===== src/common/periph_defines.svh =====
`ifndef PERIPH_DEFINES_SVH
`define PERIPH_DEFINES_SVH

// ========================================
// Bus widths
// ========================================
`define W_HADDR       32
`define W_PADDR       16
`define W_DATA        32
`define N_PADS        8

`define HTRANS_IDLE   2'b00
`define HTRANS_NONSEQ 2'b10

// ========================================
// Address map
// ========================================
`define AHB_BASE_APB  32'h4000_0000 // Start of APB window on AHB
`define APB_SLOT_GPIO 4'h0          // paddr[15:12]
`define APB_SLOT_PWM  4'h1

// Offsets within a slot, compared against paddr[11:0]
`define REG_GPIO_OUT  12'h000
`define REG_GPIO_OE   12'h004
`define REG_GPIO_IN   12'h008
`define REG_GPIO_FSEL 12'h00c
`define REG_PWM_CTRL  12'h000
`define REG_PWM_CC    12'h004

`endif


===== src/common/periph_pkg.sv =====
`include "periph_defines.svh"

package periph_pkg;

	// ========================================
	// AHB-Lite
	// ========================================

	// Address phase only, hwdata travels separately in the data phase
	typedef struct packed {
		logic [`W_HADDR-1:0] haddr;
		logic                hwrite;
		logic [1:0]          htrans;
		logic [2:0]          hsize;
	} ahbl_req_t;

	// ========================================
	// APB
	// ========================================

	// Master to slave
	typedef struct packed {
		logic [`W_PADDR-1:0] paddr;
		logic                psel;
		logic                penable;
		logic                pwrite;
		logic [`W_DATA-1:0]  pwdata;
	} apb_req_t;

	// Slave to master, pslverr only meaningful with pready
	typedef struct packed {
		logic [`W_DATA-1:0] prdata;
		logic               pready;
		logic               pslverr;
	} apb_resp_t;

endpackage


===== src/ahbl_to_apb/ahbl_to_apb.sv =====
`timescale 1ns/10ps
`include "periph_defines.svh"

module ahbl_to_apb (
	input  logic                   clk,
	input  logic                   reset,

	input  periph_pkg::ahbl_req_t  ahb_req,
	input  logic [`W_DATA-1:0]     hwdata,
	input  logic                   hready,
	output logic                   hready_resp,
	output logic                   hresp,
	output logic [`W_DATA-1:0]     hrdata,

	output periph_pkg::apb_req_t   apb_req,
	input  periph_pkg::apb_resp_t  apb_resp
);

typedef enum logic [2:0] {
	s_idle,
	s_setup,
	s_access,
	s_error1, // hresp high, hready_resp low
	s_error2  // hresp high, hready_resp high
} state_t;

state_t              state;
state_t              state_nxt;
logic [`W_PADDR-1:0] addr_q;
logic                write_q;
logic                take_xfer;

// ========================================
// Address phase capture
// ========================================

// A new transfer may start while the previous one finishes (idle or
// the last error cycle), which is exactly when hready_resp is high
assign take_xfer = hready && ahb_req.htrans == `HTRANS_NONSEQ
	&& (state == s_idle || state == s_error2);

always_ff @(posedge clk) begin
	if (take_xfer) begin
		addr_q  <= ahb_req.haddr[`W_PADDR-1:0]; // Splitter only needs the low bits
		write_q <= ahb_req.hwrite;
	end
end

// ========================================
// State machine
// ========================================

always_comb begin
	state_nxt = state;
	case (state)
		s_idle, s_error2: state_nxt = take_xfer ? s_setup : s_idle;
		s_setup:          state_nxt = s_access;
		s_access: begin
			if (apb_resp.pready)
				state_nxt = apb_resp.pslverr ? s_error1 : s_idle;
		end
		s_error1:         state_nxt = s_error2;
		default:          state_nxt = s_idle;
	endcase
end

always_ff @(posedge clk) begin
	if (reset)
		state <= s_idle;
	else
		state <= state_nxt;
end

// Read data is held for the cycle after access, when hready_resp goes high
always_ff @(posedge clk) begin
	if (state == s_access && apb_resp.pready)
		hrdata <= apb_resp.prdata;
end

// ========================================
// Outputs
// ========================================

assign hready_resp = state == s_idle || state == s_error2;
assign hresp       = state == s_error1 || state == s_error2;

assign apb_req.paddr   = addr_q;
assign apb_req.psel    = state == s_setup || state == s_access;
assign apb_req.penable = state == s_access;
assign apb_req.pwrite  = write_q;
assign apb_req.pwdata  = hwdata; // Master holds hwdata until hready_resp

// ========================================
// Assertions
// ========================================

penable_needs_psel: assert property (@(posedge clk) disable iff (reset)
	apb_req.penable |-> apb_req.psel);

// Two-cycle error response, never longer
hresp_two_cycles: assert property (@(posedge clk) disable iff (reset)
	$rose(hresp) |-> ##1 hresp ##1 !hresp);

endmodule


===== src/source/apb_splitter.sv =====
`timescale 1ns/10ps
`include "periph_defines.svh"

module apb_splitter (
	input  periph_pkg::apb_req_t  apb_req,
	output periph_pkg::apb_resp_t apb_resp,

	output periph_pkg::apb_req_t  gpio_req,
	input  periph_pkg::apb_resp_t gpio_resp,

	output periph_pkg::apb_req_t  pwm_req,
	input  periph_pkg::apb_resp_t pwm_resp
);

import periph_pkg::*;

// Answer for a slot with nothing behind it
localparam apb_resp_t resp_unmapped = '{
	prdata:  '0,
	pready:  1'b1,
	pslverr: 1'b1
};

logic [3:0] slot;
logic       sel_gpio;
logic       sel_pwm;

assign slot     = apb_req.paddr[15:12];
assign sel_gpio = slot == `APB_SLOT_GPIO;
assign sel_pwm  = slot == `APB_SLOT_PWM;

// Slaves see the full request, only psel is steered
always_comb begin
	gpio_req      = apb_req;
	gpio_req.psel = apb_req.psel && sel_gpio;
	pwm_req       = apb_req;
	pwm_req.psel  = apb_req.psel && sel_pwm;
end

always_comb begin
	if (sel_gpio)
		apb_resp = gpio_resp;
	else if (sel_pwm)
		apb_resp = pwm_resp;
	else
		apb_resp = resp_unmapped;
end

always_comb begin
	assert (!(gpio_req.psel && pwm_req.psel))
		else $error("apb_splitter: more than one slave selected");
end

endmodule


===== src/source/gpio.sv =====
`timescale 1ns/10ps
`include "periph_defines.svh"

module gpio (
	input  logic                  clk,
	input  logic                  reset,

	input  periph_pkg::apb_req_t  apb_req,
	output periph_pkg::apb_resp_t apb_resp,

	input  logic                  pwm_in,

	output logic [`N_PADS-1:0]    padout,
	output logic [`N_PADS-1:0]    padoe,
	input  logic [`N_PADS-1:0]    padin
);

localparam int w_pad_ext = `W_DATA - `N_PADS; // Zero bits above the pads on reads

logic [`N_PADS-1:0] reg_out;
logic [`N_PADS-1:0] reg_oe;
logic [`N_PADS-1:0] reg_fsel; // 1 selects the PWM function on that pad
logic [`N_PADS-1:0] in_meta;
logic [`N_PADS-1:0] in_sync;
logic [`N_PADS-1:0] rdata;
logic               apb_write;

assign apb_write = apb_req.psel && apb_req.penable && apb_req.pwrite;

// ========================================
// Registers
// ========================================

always_ff @(posedge clk) begin
	if (reset) begin
		reg_out  <= '0;
		reg_oe   <= '0;
		reg_fsel <= '0;
	end else if (apb_write) begin
		case (apb_req.paddr[11:0])
			`REG_GPIO_OUT:  reg_out  <= apb_req.pwdata[`N_PADS-1:0];
			`REG_GPIO_OE:   reg_oe   <= apb_req.pwdata[`N_PADS-1:0];
			`REG_GPIO_FSEL: reg_fsel <= apb_req.pwdata[`N_PADS-1:0];
			default: ; // IN is read-only
		endcase
	end
end

// Pads are asynchronous to clk
always_ff @(posedge clk) begin
	in_meta <= padin;
	in_sync <= in_meta;
end

always_comb begin
	case (apb_req.paddr[11:0])
		`REG_GPIO_OUT:  rdata = reg_out;
		`REG_GPIO_OE:   rdata = reg_oe;
		`REG_GPIO_IN:   rdata = in_sync;
		`REG_GPIO_FSEL: rdata = reg_fsel;
		default:        rdata = '0;
	endcase
end

assign apb_resp.prdata  = {{w_pad_ext{1'b0}}, rdata};
assign apb_resp.pready  = 1'b1;
assign apb_resp.pslverr = 1'b0;

// ========================================
// Pad mux
// ========================================

// PWM function forces the pad to drive
assign padout = (reg_fsel & {`N_PADS{pwm_in}}) | (~reg_fsel & reg_out);
assign padoe  = reg_fsel | reg_oe;

endmodule


===== src/source/periph_subsystem.sv =====
`timescale 1ns/10ps
`include "periph_defines.svh"

module periph_subsystem (
	input  logic                  clk,
	input  logic                  reset,

	input  periph_pkg::ahbl_req_t ahb_req,
	input  logic [`W_DATA-1:0]    hwdata,
	input  logic                  hready,
	output logic                  hready_resp,
	output logic                  hresp,
	output logic [`W_DATA-1:0]    hrdata,

	output logic [`N_PADS-1:0]    padout,
	output logic [`N_PADS-1:0]    padoe,
	input  logic [`N_PADS-1:0]    padin
);

import periph_pkg::*;

apb_req_t  bridge_req;
apb_resp_t bridge_resp;
apb_req_t  gpio_req;
apb_resp_t gpio_resp;
apb_req_t  pwm_req;
apb_resp_t pwm_resp;
logic      pwm_out;

ahbl_to_apb inst_ahbl_to_apb (
	.clk         (clk),
	.reset       (reset),
	.ahb_req     (ahb_req),
	.hwdata      (hwdata),
	.hready      (hready),
	.hready_resp (hready_resp),
	.hresp       (hresp),
	.hrdata      (hrdata),
	.apb_req     (bridge_req),
	.apb_resp    (bridge_resp)
);

apb_splitter inst_apb_splitter (
	.apb_req   (bridge_req),
	.apb_resp  (bridge_resp),
	.gpio_req  (gpio_req),
	.gpio_resp (gpio_resp),
	.pwm_req   (pwm_req),
	.pwm_resp  (pwm_resp)
);

pwm_tiny inst_pwm_tiny (
	.clk      (clk),
	.reset    (reset),
	.apb_req  (pwm_req),
	.apb_resp (pwm_resp),
	.pwm_out  (pwm_out) // Only reaches the outside world through the GPIO mux
);

gpio inst_gpio (
	.clk      (clk),
	.reset    (reset),
	.apb_req  (gpio_req),
	.apb_resp (gpio_resp),
	.pwm_in   (pwm_out),
	.padout   (padout),
	.padoe    (padoe),
	.padin    (padin)
);

endmodule


===== src/source/pwm_tiny.sv =====
`timescale 1ns/10ps
`include "periph_defines.svh"

module pwm_tiny (
	input  logic                  clk,
	input  logic                  reset,

	input  periph_pkg::apb_req_t  apb_req,
	output periph_pkg::apb_resp_t apb_resp,

	output logic                  pwm_out
);

logic       en;
logic [7:0] div;   // Prescale divisor, 0 behaves as 1
logic [7:0] cc;
logic [7:0] presc;
logic [7:0] ctr;
logic [7:0] div_m1;
logic       presc_wrap;
logic       apb_write;

assign apb_write = apb_req.psel && apb_req.penable && apb_req.pwrite;

// ========================================
// Registers
// ========================================

always_ff @(posedge clk) begin
	if (reset) begin
		en  <= 1'b0;
		div <= 8'd0;
		cc  <= 8'd0;
	end else if (apb_write) begin
		case (apb_req.paddr[11:0])
			`REG_PWM_CTRL: begin
				en  <= apb_req.pwdata[0];
				div <= apb_req.pwdata[15:8];
			end
			`REG_PWM_CC: cc <= apb_req.pwdata[7:0];
			default: ;
		endcase
	end
end

always_comb begin
	case (apb_req.paddr[11:0])
		`REG_PWM_CTRL: apb_resp.prdata = {16'h0, div, 7'h0, en};
		`REG_PWM_CC:   apb_resp.prdata = {24'h0, cc};
		default:       apb_resp.prdata = '0;
	endcase
end

assign apb_resp.pready  = 1'b1;
assign apb_resp.pslverr = 1'b0;

// ========================================
// Counter
// ========================================

assign div_m1     = (div == 8'd0) ? 8'd0 : div - 8'd1;
assign presc_wrap = presc >= div_m1; // >= copes with div shrinking mid-count

always_ff @(posedge clk) begin
	if (reset || !en) begin
		presc <= 8'd0;
		ctr   <= 8'd0;
	end else if (presc_wrap) begin
		presc <= 8'd0;
		ctr   <= ctr + 8'd1; // Wraps every 256 ticks
	end else begin
		presc <= presc + 8'd1;
	end
end

assign pwm_out = en && ctr < cc;

endmodule

===== config.mk =====
export PLATFORM = sky130hd
export DESIGN_NAME = periph_subsystem
export DESIGN_NICKNAME = d
export VERILOG_FILES = /design/src/common/periph_pkg.sv /design/src/ahbl_to_apb/ahbl_to_apb.sv /design/src/source/apb_splitter.sv /design/src/source/gpio.sv /design/src/source/periph_subsystem.sv /design/src/source/pwm_tiny.sv
export VERILOG_INCLUDE_DIRS = /design/src /design/src/common
export SDC_FILE = /design/constraint.sdc
export NUM_CORES = 1
export LEC_CHECK = 0
export BUFFER_PORTS_ARGS = -buffer_cell sky130_fd_sc_hd__buf_4
export CORE_MARGIN = 2
export CORE_UTILIZATION = 47
export CTS_BUF_LIST = sky130_fd_sc_hd__clkbuf_16
export DETAILED_ROUTE_END_ITERATION = 10
export MAX_ROUTING_LAYER = met4
export PLACE_DENSITY = 0.85
export SKIP_LAST_GASP = 1
export SLEW_MARGIN = 20
export SYNTH_ARGS = -nofsm -noshare
export SYNTH_HDL_FRONTEND = slang
export SYNTH_SLANG_ARGS = --single-unit

===== constraint.sdc =====
create_clock -name clk -period 2.8 [get_ports clk]
set_input_delay 0.42 -clock clk [delete_from_list [all_inputs] [get_ports clk]]
set_output_delay 0.42 -clock clk [all_outputs]
set_load 0.02 [all_outputs]

; Word-level counts from Yosys, hierarchy flattened
; Cells that the tools add are included.
[totals]
regBits = 109
inputBits = 81
output_inout_bits = 50
elab_cells = 72
[classes]
add_sub_neg = 3
magnitude_cmp = 2
n_eq_ne = 10
muxes = 9
n_bitwise = 6
reduce_logical = 27
[op_table]
columns = operator, count
row1 = case mux 16 bit (2 select lines), 1
row2 = case mux 8 bit (4 select lines), 1
row3 = "equality test 12 x 4 -> 1 bit, second input constant", 2
row4 = two-way mux 10 bit, 2
row5 = "adder 8 x 1 -> 8 bit, second input constant", 2
row6 = AND 8 bit, 2
row7 = OR 8 bit, 2
row8 = "equality test 12 x 3 -> 1 bit, second input constant", 1
row9 = zero test 12 bit, 1
row10 = case mux 3 bit (4 select lines), 1
row11 = logical AND 1 bit, 10
row12 = AND reduction 2 bit, 5
row13 = >= comparator 8 bit, 1
row14 = zero test 8 bit, 1
row15 = less-than comparator 8 bit, 1
row16 = two-way mux 8 bit, 1
row17 = NOT 8 bit, 1
row18 = "subtractor 8 x 1 -> 8 bit, second input constant", 1
row19 = "equality test 3 x 2 -> 1 bit, second input constant", 2
row20 = OR reduction 2 bit, 3
row21 = "equality test 4 x 1 -> 1 bit, second input constant", 1
row22 = zero test 4 bit, 1
row23 = logical OR 1 bit, 4
row24 = "equality test 3 x 1 -> 1 bit, second input constant", 1
row25 = 9 further kinds, 9

; Depth between registers and ports, before layout
; Gate-level depths: netlist of the first run.
[logic_depth]
word_depth = 7
depth_mapped = 13
depth_no_buf = 12

; By module
; Synthesis of the first run repeated with hierarchy kept, for this count alone.
[hier_totals]
hier_cells = 713
area_unflattened_um2 = 7404.6
[by_module_without_submodules]
columns = module, instances, cells_each, area_each_um2, seq_area_each_um2
row1 = pwm_tiny, 1, 255, 2167.1, 660.6
row2 = gpio, 1, 173, 1995.7, 800.8
row3 = ahbl_to_apb, 1, 105, 1924.3, 1531.5
row4 = apb_splitter, 1, 180, 1317.5, 0.0

; Least setup slack after synthesis of the first run
; No wires, ideal clock.
[synth_path]
path_type = register to register
start = register inst_pwm_tiny.div[0]
end = register inst_pwm_tiny.ctr[1]
setup_ns = 0.118
t_arrival_ns = 2.842
required_ns = 2.682
path_slack_ns = -0.160
stages_incl_launch_ff = 14
path_buffers = 1
period_less_slack_ns = 2.960
path_cell_list = dfxtp_1 -> inv_1 -> ha_1 -> nor2b_1 -> nand3b_1 -> or3_1 -> and2_1 -> ha_1 -> nand2b_1 -> a2111oi_0 -> o31a_1 -> buf_2 -> mux2i_1 -> nor2_1
[synth_between]
elab_chain_cells = 3
word_cells_on_any_way = 4
classes_between = add/sub: 1 / order compare: 1 / mux: 1 / reduce/logical: 1
[synth_rtl]
columns = item, line
row1 = start: declaration, pwm_tiny.sv:15  ; logic [7:0] div;
row2 = start signal: assignment, pwm_tiny.sv:38  ; div <= apb_req.pwdata[15:8];
row3 = subtractor 8 x 1 -> 8 bit or zero test 8 bit (tied branches), pwm_tiny.sv:61  ; assign div_m1 = (div == 8'd0) ? 8'd0 : div - 8'd1;
row4 = two-way mux 8 bit (*), pwm_tiny.sv:61
row5 = >= comparator 8 bit (*), pwm_tiny.sv:62  ; assign presc_wrap = presc >= div_m1;
row6 = end signal: assignment, pwm_tiny.sv:70  ; ctr <= ctr + 8'd1;
row7 = end: declaration, pwm_tiny.sv:18  ; logic [7:0] ctr;
; Every way passes the cells marked *; elsewhere a longest branch is shown, timed or not.
; A chain may end at the register's enable or synchronous reset.

; Worst setup path after layout of the first run
[layout_path]
start = register inst_pwm_tiny.div[1]
end = register inst_pwm_tiny.ctr[6]
; The elaborated chain is that of the path after synthesis.

==> impl_metrics.env, run 1 <==
export IMPL_status="complete, but fails checks"
export IMPL_violations="setup timing"
export IMPL_grt_usage=0.1938
export IMPL_viasPerCell=5.176
export IMPL_syn_area_per_cell_um2=11.02
export IMPL_postRouteAntennaNets=0
export IMPL_maxCapViolCount=0
export IMPL_ys_warn_count=0
export IMPL_synth_top_area_cell="dfxtp_1"
export IMPL_finalWirelength_um=10360
export IMPL_cts_root_buf="clkbuf_16"
export IMPL_clock_skew_ns=0.01527
export IMPL_grt_overflow=0
export IMPL_final_util=0.5956
export IMPL_hold_violations=0
export IMPL_dieWidth_um=105.8
export IMPL_crit_fanout=8
export IMPL_cts_buffers=9
export IMPL_drtIter0Drc=168
export IMPL_rsz0062_at_grt="yes"
export IMPL_ys_top_cells_by_area="dfxtp_1, edfxtp_1, mux2i_1"
export IMPL_grt_start_max_net_pins=47
export IMPL_peakVddDrop_mv=0.5206
export IMPL_finalCriticalPeriod_ns=2.811
export IMPL_period_share=1.004
export IMPL_place_area_um2=5658
export IMPL_postSynthCellCount=442
export IMPL_fillers=825
export IMPL_clkLatencyLatePin_ns=0.35
export IMPL_drv_slew=0
export IMPL_antenna_found_initial=0
export IMPL_power_mw=2.995
export IMPL_setup_ws_ns=-0.01087
export IMPL_hpwl_um=7274
export IMPL_worstPathRequired_ns=3.08
export IMPL_nNetsFinal=638
export IMPL_ios=131
export IMPL_holdBufCountCts=0
export IMPL_firstDrtPassIters=4
export IMPL_clockBufferDepth=2
export IMPL_p_leak_nw=2.551
export IMPL_clk_pin_slew_worst_paths_ns=0.07
export IMPL_hold_path_class="in -> reg"
export IMPL_ys_ff_latch=109
export IMPL_post_place_ws_ns=-0.04877
export IMPL_ys_seq_area_frac=0.5158
export IMPL_max_slew_margin_rel=0.5523
export IMPL_final_area_um2=6066
export IMPL_synth_top_cell_area_share=0.3124
export IMPL_yosysUniqueCellTypes=44
export IMPL_cts_tree="done"
export IMPL_start_util=0.4783
export IMPL_powerDensity_nw_per_um2=493.8
export IMPL_rows=37
export IMPL_cts_htree_levels=3
export IMPL_path_class="reg -> reg"
export IMPL_drc=0
export IMPL_die_h_um=105.8
export IMPL_worstSetupStartpointType="flop"
export IMPL_crit_path_end_kind="flop"
export IMPL_fmax_mhz=355.8
export IMPL_routed_via_count=3520
export IMPL_insertedDiodeCount=0
export IMPL_coreArea_um2=10180
export IMPL_gp_congestion=0.8509
export IMPL_grt_pass1_wl_um=16660
export IMPL_first_global_vias=3542
export IMPL_post_drt_wl_per_cell_um=15.24
export IMPL_io_buffers=79
export IMPL_syn_area_um2=4871
export IMPL_drive_above_1_share=0.3033
export IMPL_async_reset_ff_frac=0
export IMPL_worst_pin_slew_ns=0.6694
export IMPL_synth_edff_count=33
export IMPL_crit_arrival_ns=3.09
export IMPL_syn_to_final_growth_pct=24.53
export IMPL_die_area_um2=11190
export IMPL_setup_violations=2
export IMPL_synth_ff_type="dfxtp_1"
export IMPL_clock_sinks=109
cell families after synthesis:
group / Yosys count / synth area share
fa+ha+maj: 18 / 0.04624
flops: 109 / 0.5158
other cells: 1 / 0.0007699
compound gates: 35 / 0.04315
simple gates: 158 / 0.1734
xor+xnor: 10 / 0.01798
buf+inv: 48 / 0.05060
mux: 63 / 0.1521
layer usage:
layer  wire, um  global-route usage  vias up
met3        532             0.05442       10
li1           -                   -     1711
met1       4392              0.2299     1691
met4        106             0.05263        0
met5          0                   -        -
met2       5332              0.3249      108
stage by stage:
| stage | std cells | hold WS [ns] | TNS (ns) |
|---|---|---|---|
| global route | 680 | 0.1545 | -0.6188 |
| finish | 680 | 0.1683 | -0.01319 |
| detailed placement | 660 | 0.3121 | -0.3356 |
| CTS | 678 | 0.1594 | 0 |
| global placement | 660 | 0.3097 | -0.02864 |
| floorplan | 457 | 0.3096 | 0 |
critical path, cell delays in order, from the launching register on:
cell and delay, ns:
dfxtp_2 0.33, inv_2 0.07, ha_4 0.13, nor2b_4 0.14, nand3b_1 0.13, or3_4 0.42
buf_6 0.14, o21ai_2 0.06, ha_2 0.20, o21a_1 0.13, nor2_1 0.07, o31a_1 0.31
buf_6 0.14, or3_4 0.34, a21oi_2 0.13
placed cells by master (no fill, tap or decap), types with 3 or more instances in the layout:
master     count
clkbuf_16      9
o21ai_0       13
and2_1         6
mux2i_1       47
ha_4           3
nand2_1       21
and3_1         5
mux2_2         8
nor2_1        57
or2_2          8
nor3_4         3
nor3_1         8
xor2_1         8
or3_1          4
inv_1         19
nand4_1        3
ha_1          14
nand2b_1       7
nor2b_1        5
a21oi_1        8
mux4_2         8
nand3_1       10
buf_4         97
conb_1        16
dfxtp_1       74
edfxtp_1      33
nand3b_1       3
nor4_1         3
power by group:
part / switching (mW) / internal [mW] / leakage (nW)
logic: 0.0777 / 0.0642 / 1.48
clock network: 0.578 / 0.609 / 0.141
registers: 0.0143 / 1.65 / 0.925
total: 0.670 / 2.33 / 2.55
worst paths after layout:
kind                                                         from                                 to  slack, ns  depth (start not counted)
worst max-delay path            inst_pwm_tiny.div[1]$_SDFFE_PP0P_  inst_pwm_tiny.ctr[6]$_SDFFE_PP0P_      -0.01                         14
worst min-delay path                                     padin[3]       inst_gpio.in_meta[3]$_DFF_P_       0.17                          1
worst max register to register  inst_pwm_tiny.div[1]$_SDFFE_PP0P_  inst_pwm_tiny.ctr[6]$_SDFFE_PP0P_      -0.01                         14
worst min register to register       inst_gpio.in_meta[6]$_DFF_P_       inst_gpio.in_sync[6]$_DFF_P_       0.33                          0
Yosys cell counts, types with 2 or more instances:
cell type / count
dfxtp_1: 76
nor2_1: 57
mux2i_1: 47
edfxtp_1: 33
nand2_1: 22
inv_1: 20
ha_1: 18
buf_4: 16
o21ai_0: 16
nand3_1: 10
nor3_1: 10
a21oi_1: 9
mux2_2: 8
mux4_2: 8
nand2b_1: 8
or2_2: 8
xor2_1: 8
and2_1: 7
clkbuf_1: 6
nor2b_1: 6
or3_1: 6
and3_1: 5
buf_2: 5
nand3b_1: 3
nand4_1: 3
nor3_4: 3
nor4_1: 3
a211oi_1: 2
nor4_4: 2
o21a_1: 2
xnor2_1: 2
final cells by class:
type / count / area, um2 / area share
clock inverters: 7 / 47.55 / 0.007838
flip-flops and latches: 109 / 2515 / 0.4146
inverters: 20 / 75.07 / 0.01238
clock buffers: 9 / 225.2 / 0.03713
well taps: 136 / 170.2 / 0.02805
repair buffers: 99 / 750.7 / 0.1238
multi-input cells: 300 / 2282 / 0.3762
sequential cells by signal (all words and copies together) (netlist names):
signal,cells
inst_ahbl_to_apb.state,3
inst_gpio.reg_fsel,8
inst_gpio.in_meta,8
inst_gpio.reg_oe,8
inst_gpio.in_sync,8
inst_ahbl_to_apb.hrdata,16
inst_pwm_tiny.ctr,8
inst_pwm_tiny.en,1
inst_ahbl_to_apb.addr_q,16
inst_ahbl_to_apb.write_q,1
inst_pwm_tiny.div,8
inst_pwm_tiny.cc,8
inst_gpio.reg_out,8
inst_pwm_tiny.presc,8
what timing repair did:
item                                    4_1_cts  5_1_grt
endpoints found under the setup margin       15       23
pin swaps                                     5       13
setup buffers                                 2        2
gates resized for setup                       7       18
Note: power is estimated with default switching activity, not from simulation.
==> run 2: changes to the inputs <==
TNS_END_PERCENT = 20   (was default)
==> run 2 against run 1 <==
Against the previous run:
- the run still ends with setup timing left
- largest power group unchanged
- largest cell class unchanged
- design area is essentially flat
- die area is the same
- sequential power is essentially flat
- combinational power is essentially flat
- global-route usage is the same
==> impl_metrics.env, run 2 (synthesis results as in run 1) <==
export IMPL_first_global_vias=3542
export IMPL_cts_tree="done"
export IMPL_drc=0
export IMPL_largestRegisters="inst_ahbl_to_apb.addr_q (16), inst_ahbl_to_apb.hrdata (16)"
export IMPL_drive_above_1_share=0.3015
export IMPL_die_h_um=105.8
export IMPL_period_share=1.002
export IMPL_cts_root_buf="clkbuf_16"
export IMPL_multi_input_area_um2=2281
export IMPL_power_mw=2.996
export IMPL_fmax_mhz=356.3
export IMPL_holdBufCountCts=0
export IMPL_hpwl_um=7274
export IMPL_grt_start_max_net_pins=47
export IMPL_syn_to_final_growth_pct=24.51
export IMPL_insertedDiodeCount=0
export IMPL_finalWirelength_um=10320
export IMPL_fillers=826
export IMPL_combPwrFrac=0.047
export IMPL_r2r_start="inst_pwm_tiny.div[1]$_SDFFE_PP0P_"
export IMPL_switching_share=0.2239
export IMPL_startpoint="inst_pwm_tiny.div[1]$_SDFFE_PP0P_"
export IMPL_nNetsFinal=638
export IMPL_powerDensity_nw_per_um2=494.1
export IMPL_post_place_ws_ns=-0.04877
export IMPL_rsz0062_at_grt="yes"
export IMPL_setup_violations=1
export IMPL_ff2ff_path_depth=14
export IMPL_intPower_mw=2.326
export IMPL_cts_htree_levels=3
export IMPL_r2r_slack_ns=-0.007
export IMPL_hold_path_class="in -> reg"
export IMPL_post_drt_wl_per_cell_um=15.18
export IMPL_grt_usage=0.1938
export IMPL_firstDrtPassIters=4
export IMPL_grt_pass1_wl_um=16660
export IMPL_io_buffers=79
export IMPL_regToRegEndpoint="inst_pwm_tiny.ctr[6]$_SDFFE_PP0P_"
export IMPL_routed_via_count=3512
export IMPL_violations="setup timing"
export IMPL_clock_sinks=109
export IMPL_drtIter0Drc=161
export IMPL_max_slew_margin_rel=0.5510
export IMPL_clk_pin_slew_worst_paths_ns=0.07
export IMPL_dieWidth_um=105.8
export IMPL_postRouteAntennaNets=0
export IMPL_crit_path_end="inst_pwm_tiny.ctr[6]$_SDFFE_PP0P_"
export IMPL_coreArea_um2=10180
export IMPL_worstSetupStartpointType="flop"
export IMPL_rows=37
export IMPL_switchingPower_mw=0.6707
export IMPL_final_setup_tns_ns=-0.006674
export IMPL_start_util=0.4783
export IMPL_crit_fanout=8
export IMPL_path_class="reg -> reg"
export IMPL_cts_buffers=9
export IMPL_maxCapViolCount=0
export IMPL_peakVddDrop_mv=0.5211
export IMPL_regArea_um2=2515
export IMPL_clockBufferDepth=2
export IMPL_hold_violations=0
export IMPL_finalCriticalPeriod_ns=2.807
export IMPL_crit_path_end_kind="flop"
export IMPL_die_area_um2=11190
export IMPL_pwr_share_seq=0.556
export IMPL_setup_ws_ns=-0.006674
export IMPL_gp_congestion=0.8509
export IMPL_viasPerCell=5.165
export IMPL_p_leak_nw=2.547
export IMPL_grt_overflow=0
export IMPL_status="complete, but fails checks"
export IMPL_hold_path_depth=1
export IMPL_clock_skew_ns=0.01460
export IMPL_final_cell_mix="buf_4, dfxtp_1, nor2_1"
export IMPL_worstPathRequired_ns=3.08
export IMPL_worst_pin_slew_ns=0.6713
export IMPL_clkLatencyLatePin_ns=0.36
export IMPL_final_common_cell="buf_4"
export IMPL_p_clk_frac=0.397
export IMPL_ios=131
export IMPL_antenna_found_initial=0
export IMPL_crit_arrival_ns=3.09
export IMPL_drv_slew=0
## run 2: cell counts in the layout (fill, tap and decap cells not counted)
No cell type changed its count.
## run 2: timing repair
item	4_1_cts	5_1_grt
pin swaps	5	12
endpoints found under the setup margin	15	23
resized for setup	7	17
hold endpoints to repair	0	0
buffers inserted	2	2
## run 2: area by class of cell
type	instances	share of cell area
well taps	136	0.02806
inverters	20	0.01238
multi-input cells	300	0.3761
clock inverters	7	0.007840
flip-flops and latches	109	0.4147
repair buffers	99	0.1238
clock buffers	9	0.03714
## run 2: worst min path at each step
stage / slack [ns] / from / end
2_1_floorplan: 0.31 / inst_gpio.in_meta[0]$_DFF_P_ / inst_gpio.in_sync[0]$_DFF_P_
3_3_place_gp: 0.31 / inst_gpio.in_meta[4]$_DFF_P_ / inst_gpio.in_sync[4]$_DFF_P_
3_5_place_dp: 0.31 / inst_gpio.in_meta[1]$_DFF_P_ / inst_gpio.in_sync[1]$_DFF_P_
4_1_cts: 0.16 / padin[3] / inst_gpio.in_meta[3]$_DFF_P_
5_1_grt: 0.15 / padin[4] / inst_gpio.in_meta[4]$_DFF_P_
6_report: 0.17 / padin[3] / inst_gpio.in_meta[3]$_DFF_P_
## run 2: through the flow
stage,instance area [um2],hold slack [ns],utilization,cells
after detailed placement,5658,0.3121,0.5555,660
after global placement,5658,0.3097,0.5555,660
after floorplan,4941,0.3096,-,457
after CTS,5979,0.1594,0.5871,678
after global routing,6065,0.1545,0.5955,680
final,6065,0.1681,0.5955,680
## run 2: routing by layer
| metal | vias up | global-route usage | part of all wire |
|---|---|---|---|
| li1 | 1708 | - | - |
| met1 | 1682 | 0.2299 | 0.42 |
| met2 | 110 | 0.3249 | 0.51 |
| met3 | 12 | 0.05442 | 0.055 |
| met4 | 0 | 0.05263 | 0.014 |
| met5 | - | - | 0 |
## run 2: power by group through the flow
stage / Clock [mW] / Combinational (mW) / Sequential [mW]
3_3_place_gp: 0 / 0.139 / 1.70
6_report: 1.19 / 0.142 / 1.67
4_1_cts: 1.21 / 0.143 / 1.67
2_1_floorplan: 0 / 0.0756 / 1.71
5_1_grt: 1.27 / 0.153 / 1.67
3_5_place_dp: 0 / 0.142 / 1.70
## run 2: critical path: stages, from the launching register on
cell      delay [ns]
dfxtp_2         0.33
inv_2           0.07
ha_4            0.13
nor2b_4         0.14
nand3b_1        0.13
or3_4           0.42
buf_6           0.14
o21ai_2         0.06
ha_2            0.20
o21a_1          0.13
nor2_1          0.07
o31a_1          0.31
buf_6           0.14
or3_4           0.34
a21oi_2         0.13
==> run 3: changes to the inputs <==
CORE_MARGIN = 1   (was 2)
SETUP_SLACK_MARGIN = 0.2   (was default)
==> run 3 against run 2 <==
Against the previous run:
- the run now ends clean
- setup slack gained 0.11 ns
- largest cell class unchanged
- via count hardly changed
- critical path depth shrank 1
- global-route usage is 0.39 points higher
- design area is 1.1% lower
- hold slack improved by 0.0091 ns
- routed wire length decreased by 2.8%
- die area fell by 3.7%
==> impl_metrics.env, run 3 (synthesis results as in run 1) <==
export IMPL_grt_usage=0.1977
export IMPL_crit_path_end_kind="flop"
export IMPL_insertedDiodeCount=0
export IMPL_final_common_cell="buf_4"
export IMPL_drive_above_1_share=0.2857
export IMPL_finalWirelength_um=10030
export IMPL_die_area_um2=10770
export IMPL_peakVddDrop_mv=0.3576
export IMPL_final_util=0.6054
export IMPL_io_buffers=79
export IMPL_hold_violations=0
export IMPL_clockBufferDepth=2
export IMPL_clock_sinks=109
export IMPL_crit_arrival_ns=2.96
export IMPL_worstPathRequired_ns=3.07
export IMPL_setup_violations=0
export IMPL_worstSetupStartpointType="flop"
export IMPL_path_class="reg -> reg"
export IMPL_cts_tree="done"
export IMPL_maxCapViolCount=0
export IMPL_drv_slew=0
export IMPL_start_util=0.4915
export IMPL_antenna_found_initial=0
export IMPL_coreArea_um2=9910
export IMPL_first_global_vias=3411
export IMPL_drc=0
export IMPL_cts_buffers=9
export IMPL_fmax_mhz=371.4
export IMPL_finalCriticalPeriod_ns=2.692
export IMPL_crit_fanout=8
export IMPL_holdBufCountCts=0
export IMPL_worst_pin_slew_ns=0.6264
export IMPL_place_area_um2=5649
export IMPL_grt_use_met3=0.04468
export IMPL_drtIter0Drc=165
export IMPL_clk_pin_slew_worst_paths_ns=0.07
export IMPL_grt_overflow=0
export IMPL_nNetsFinal=633
export IMPL_final_cell_mix="buf_4, dfxtp_1, nor2_1"
export IMPL_p_leak_nw=2.516
export IMPL_die_h_um=103.8
export IMPL_routed_via_count=3509
export IMPL_rsz0062_at_grt="yes"
export IMPL_post_drt_wl_per_cell_um=14.93
export IMPL_cts_root_buf="clkbuf_16"
export IMPL_slowest_stage="or3_4"
export IMPL_final_area_um2=6000
export IMPL_use_met2=0.3314
export IMPL_use_met1=0.2338
export IMPL_hpwl_um=7191
export IMPL_status="complete, no violations"
export IMPL_cts_htree_levels=3
export IMPL_clock_skew_ns=0.008540
export IMPL_rows=36
export IMPL_viasPerCell=5.222
export IMPL_dieWidth_um=103.8
export IMPL_cp_cell_sequence="inv_4, ha_4, nor2b_4, nand3b_1, or3_4, and2_4, ha_4, nand2b_4, a2111oi_4, o31a_1, buf_6, or3_4, a21oi_2"
export IMPL_busiest_layer="met2"
export IMPL_max_slew_margin_rel=0.5810
export IMPL_postRouteAntennaNets=0
export IMPL_powerDensity_nw_per_um2=495.4
export IMPL_crit_buf_inv=2
export IMPL_grt_pass1_wl_um=16420
export IMPL_grt_start_max_net_pins=47
export IMPL_period_share=0.9616
export IMPL_critPathMaxStageDelay_ns=0.38
export IMPL_ios=131
export IMPL_largestRegisters="inst_ahbl_to_apb.addr_q (16), inst_ahbl_to_apb.hrdata (16)"
export IMPL_hold_path_class="in -> reg"
export IMPL_clkLatencyLatePin_ns=0.34
export IMPL_firstDrtPassIters=4
export IMPL_syn_to_final_growth_pct=23.17
export IMPL_cp_top_family="simple AND/OR/NAND/NOR gates"
export IMPL_gp_congestion=0.8920
==> run 3: cell types whose count changed in the layout (fill, tap and decap cells not counted), moves of 2 or more <==
cell and change:
buf_4 -4, clkinv_1 +2, clkinv_4 +2, ha_1 +2, o21ai_0 +3, o21ai_1 -2
==> run 3: cell type report <==
class | count | area, um2
multi-input cells | 300 | 2255
flip-flops and latches | 109 | 2517
clock inverters | 7 | 48.80
repair buffers | 94 | 709.4
clock buffers | 9 | 225.2
inverters | 20 | 77.57
well taps | 133 | 166.4
fillers | 762 | 3910
==> run 3: worst register-to-register path: cells and delay by family, from the launching register on <==
kind / cells / cell delay [ns]
flip-flops: 1 / 0.36
AO/OA/AOI/OAI: 3 / 0.46
buffers and inverters: 2 / 0.20
adder cells (fa/ha/maj): 2 / 0.37
AND/OR/NAND/NOR: 6 / 1.23
==> run 3: what timing repair did <==
action,4_1_cts,5_1_grt
endpoints found under the setup margin,23,23
gates resized for setup,4,3
buffers inserted,6,1
hold endpoints to repair,0,0
gates cloned,0,0
pin swaps,2,0
==> run 3: per-stage QoR <==
stage          power, mW  hold WS (ns)   TNS (ns)  cells  worst slack [ns]
2_1_floorplan      1.782        0.3096          0    457            0.2049
3_3_place_gp       1.841        0.3100          0    649           0.09190
3_5_place_dp       1.845        0.3121  -0.008285    649         -0.008285
4_1_cts            2.992        0.1695          0    671            0.1254
5_1_grt            3.076        0.1615  -0.005163    672         -0.005163
6_report           2.972        0.1773          0    672            0.1076
==> run 3: power breakdown <==
group	switching [mW]	leakage [nW]	internal (mW)	total, mW
combinational	0.0782	1.46	0.0643	0.142
clock	0.557	0.134	0.607	1.16
sequential	0.0148	0.926	1.65	1.67
==> run 3: final timing paths <==
path / depth (start not counted) / start / slack (ns) / to
worst max-delay path: 13 / inst_pwm_tiny.div[0]$_SDFFE_PP0P_ / 0.11 / inst_pwm_tiny.ctr[6]$_SDFFE_PP0P_
worst min-delay path: 1 / padin[5] / 0.18 / inst_gpio.in_meta[5]$_DFF_P_
worst max register to register: 13 / inst_pwm_tiny.div[0]$_SDFFE_PP0P_ / 0.11 / inst_pwm_tiny.ctr[6]$_SDFFE_PP0P_
worst min register to register: 0 / inst_gpio.in_meta[0]$_DFF_P_ / 0.33 / inst_gpio.in_sync[0]$_DFF_P_
==> run 3: metal layers <==
layer / up-vias / routed length (um)
met5: - / 0
met4: 0 / 144
met3: 20 / 589
met2: 132 / 5041
met1: 1658 / 4255
li1: 1699 / -
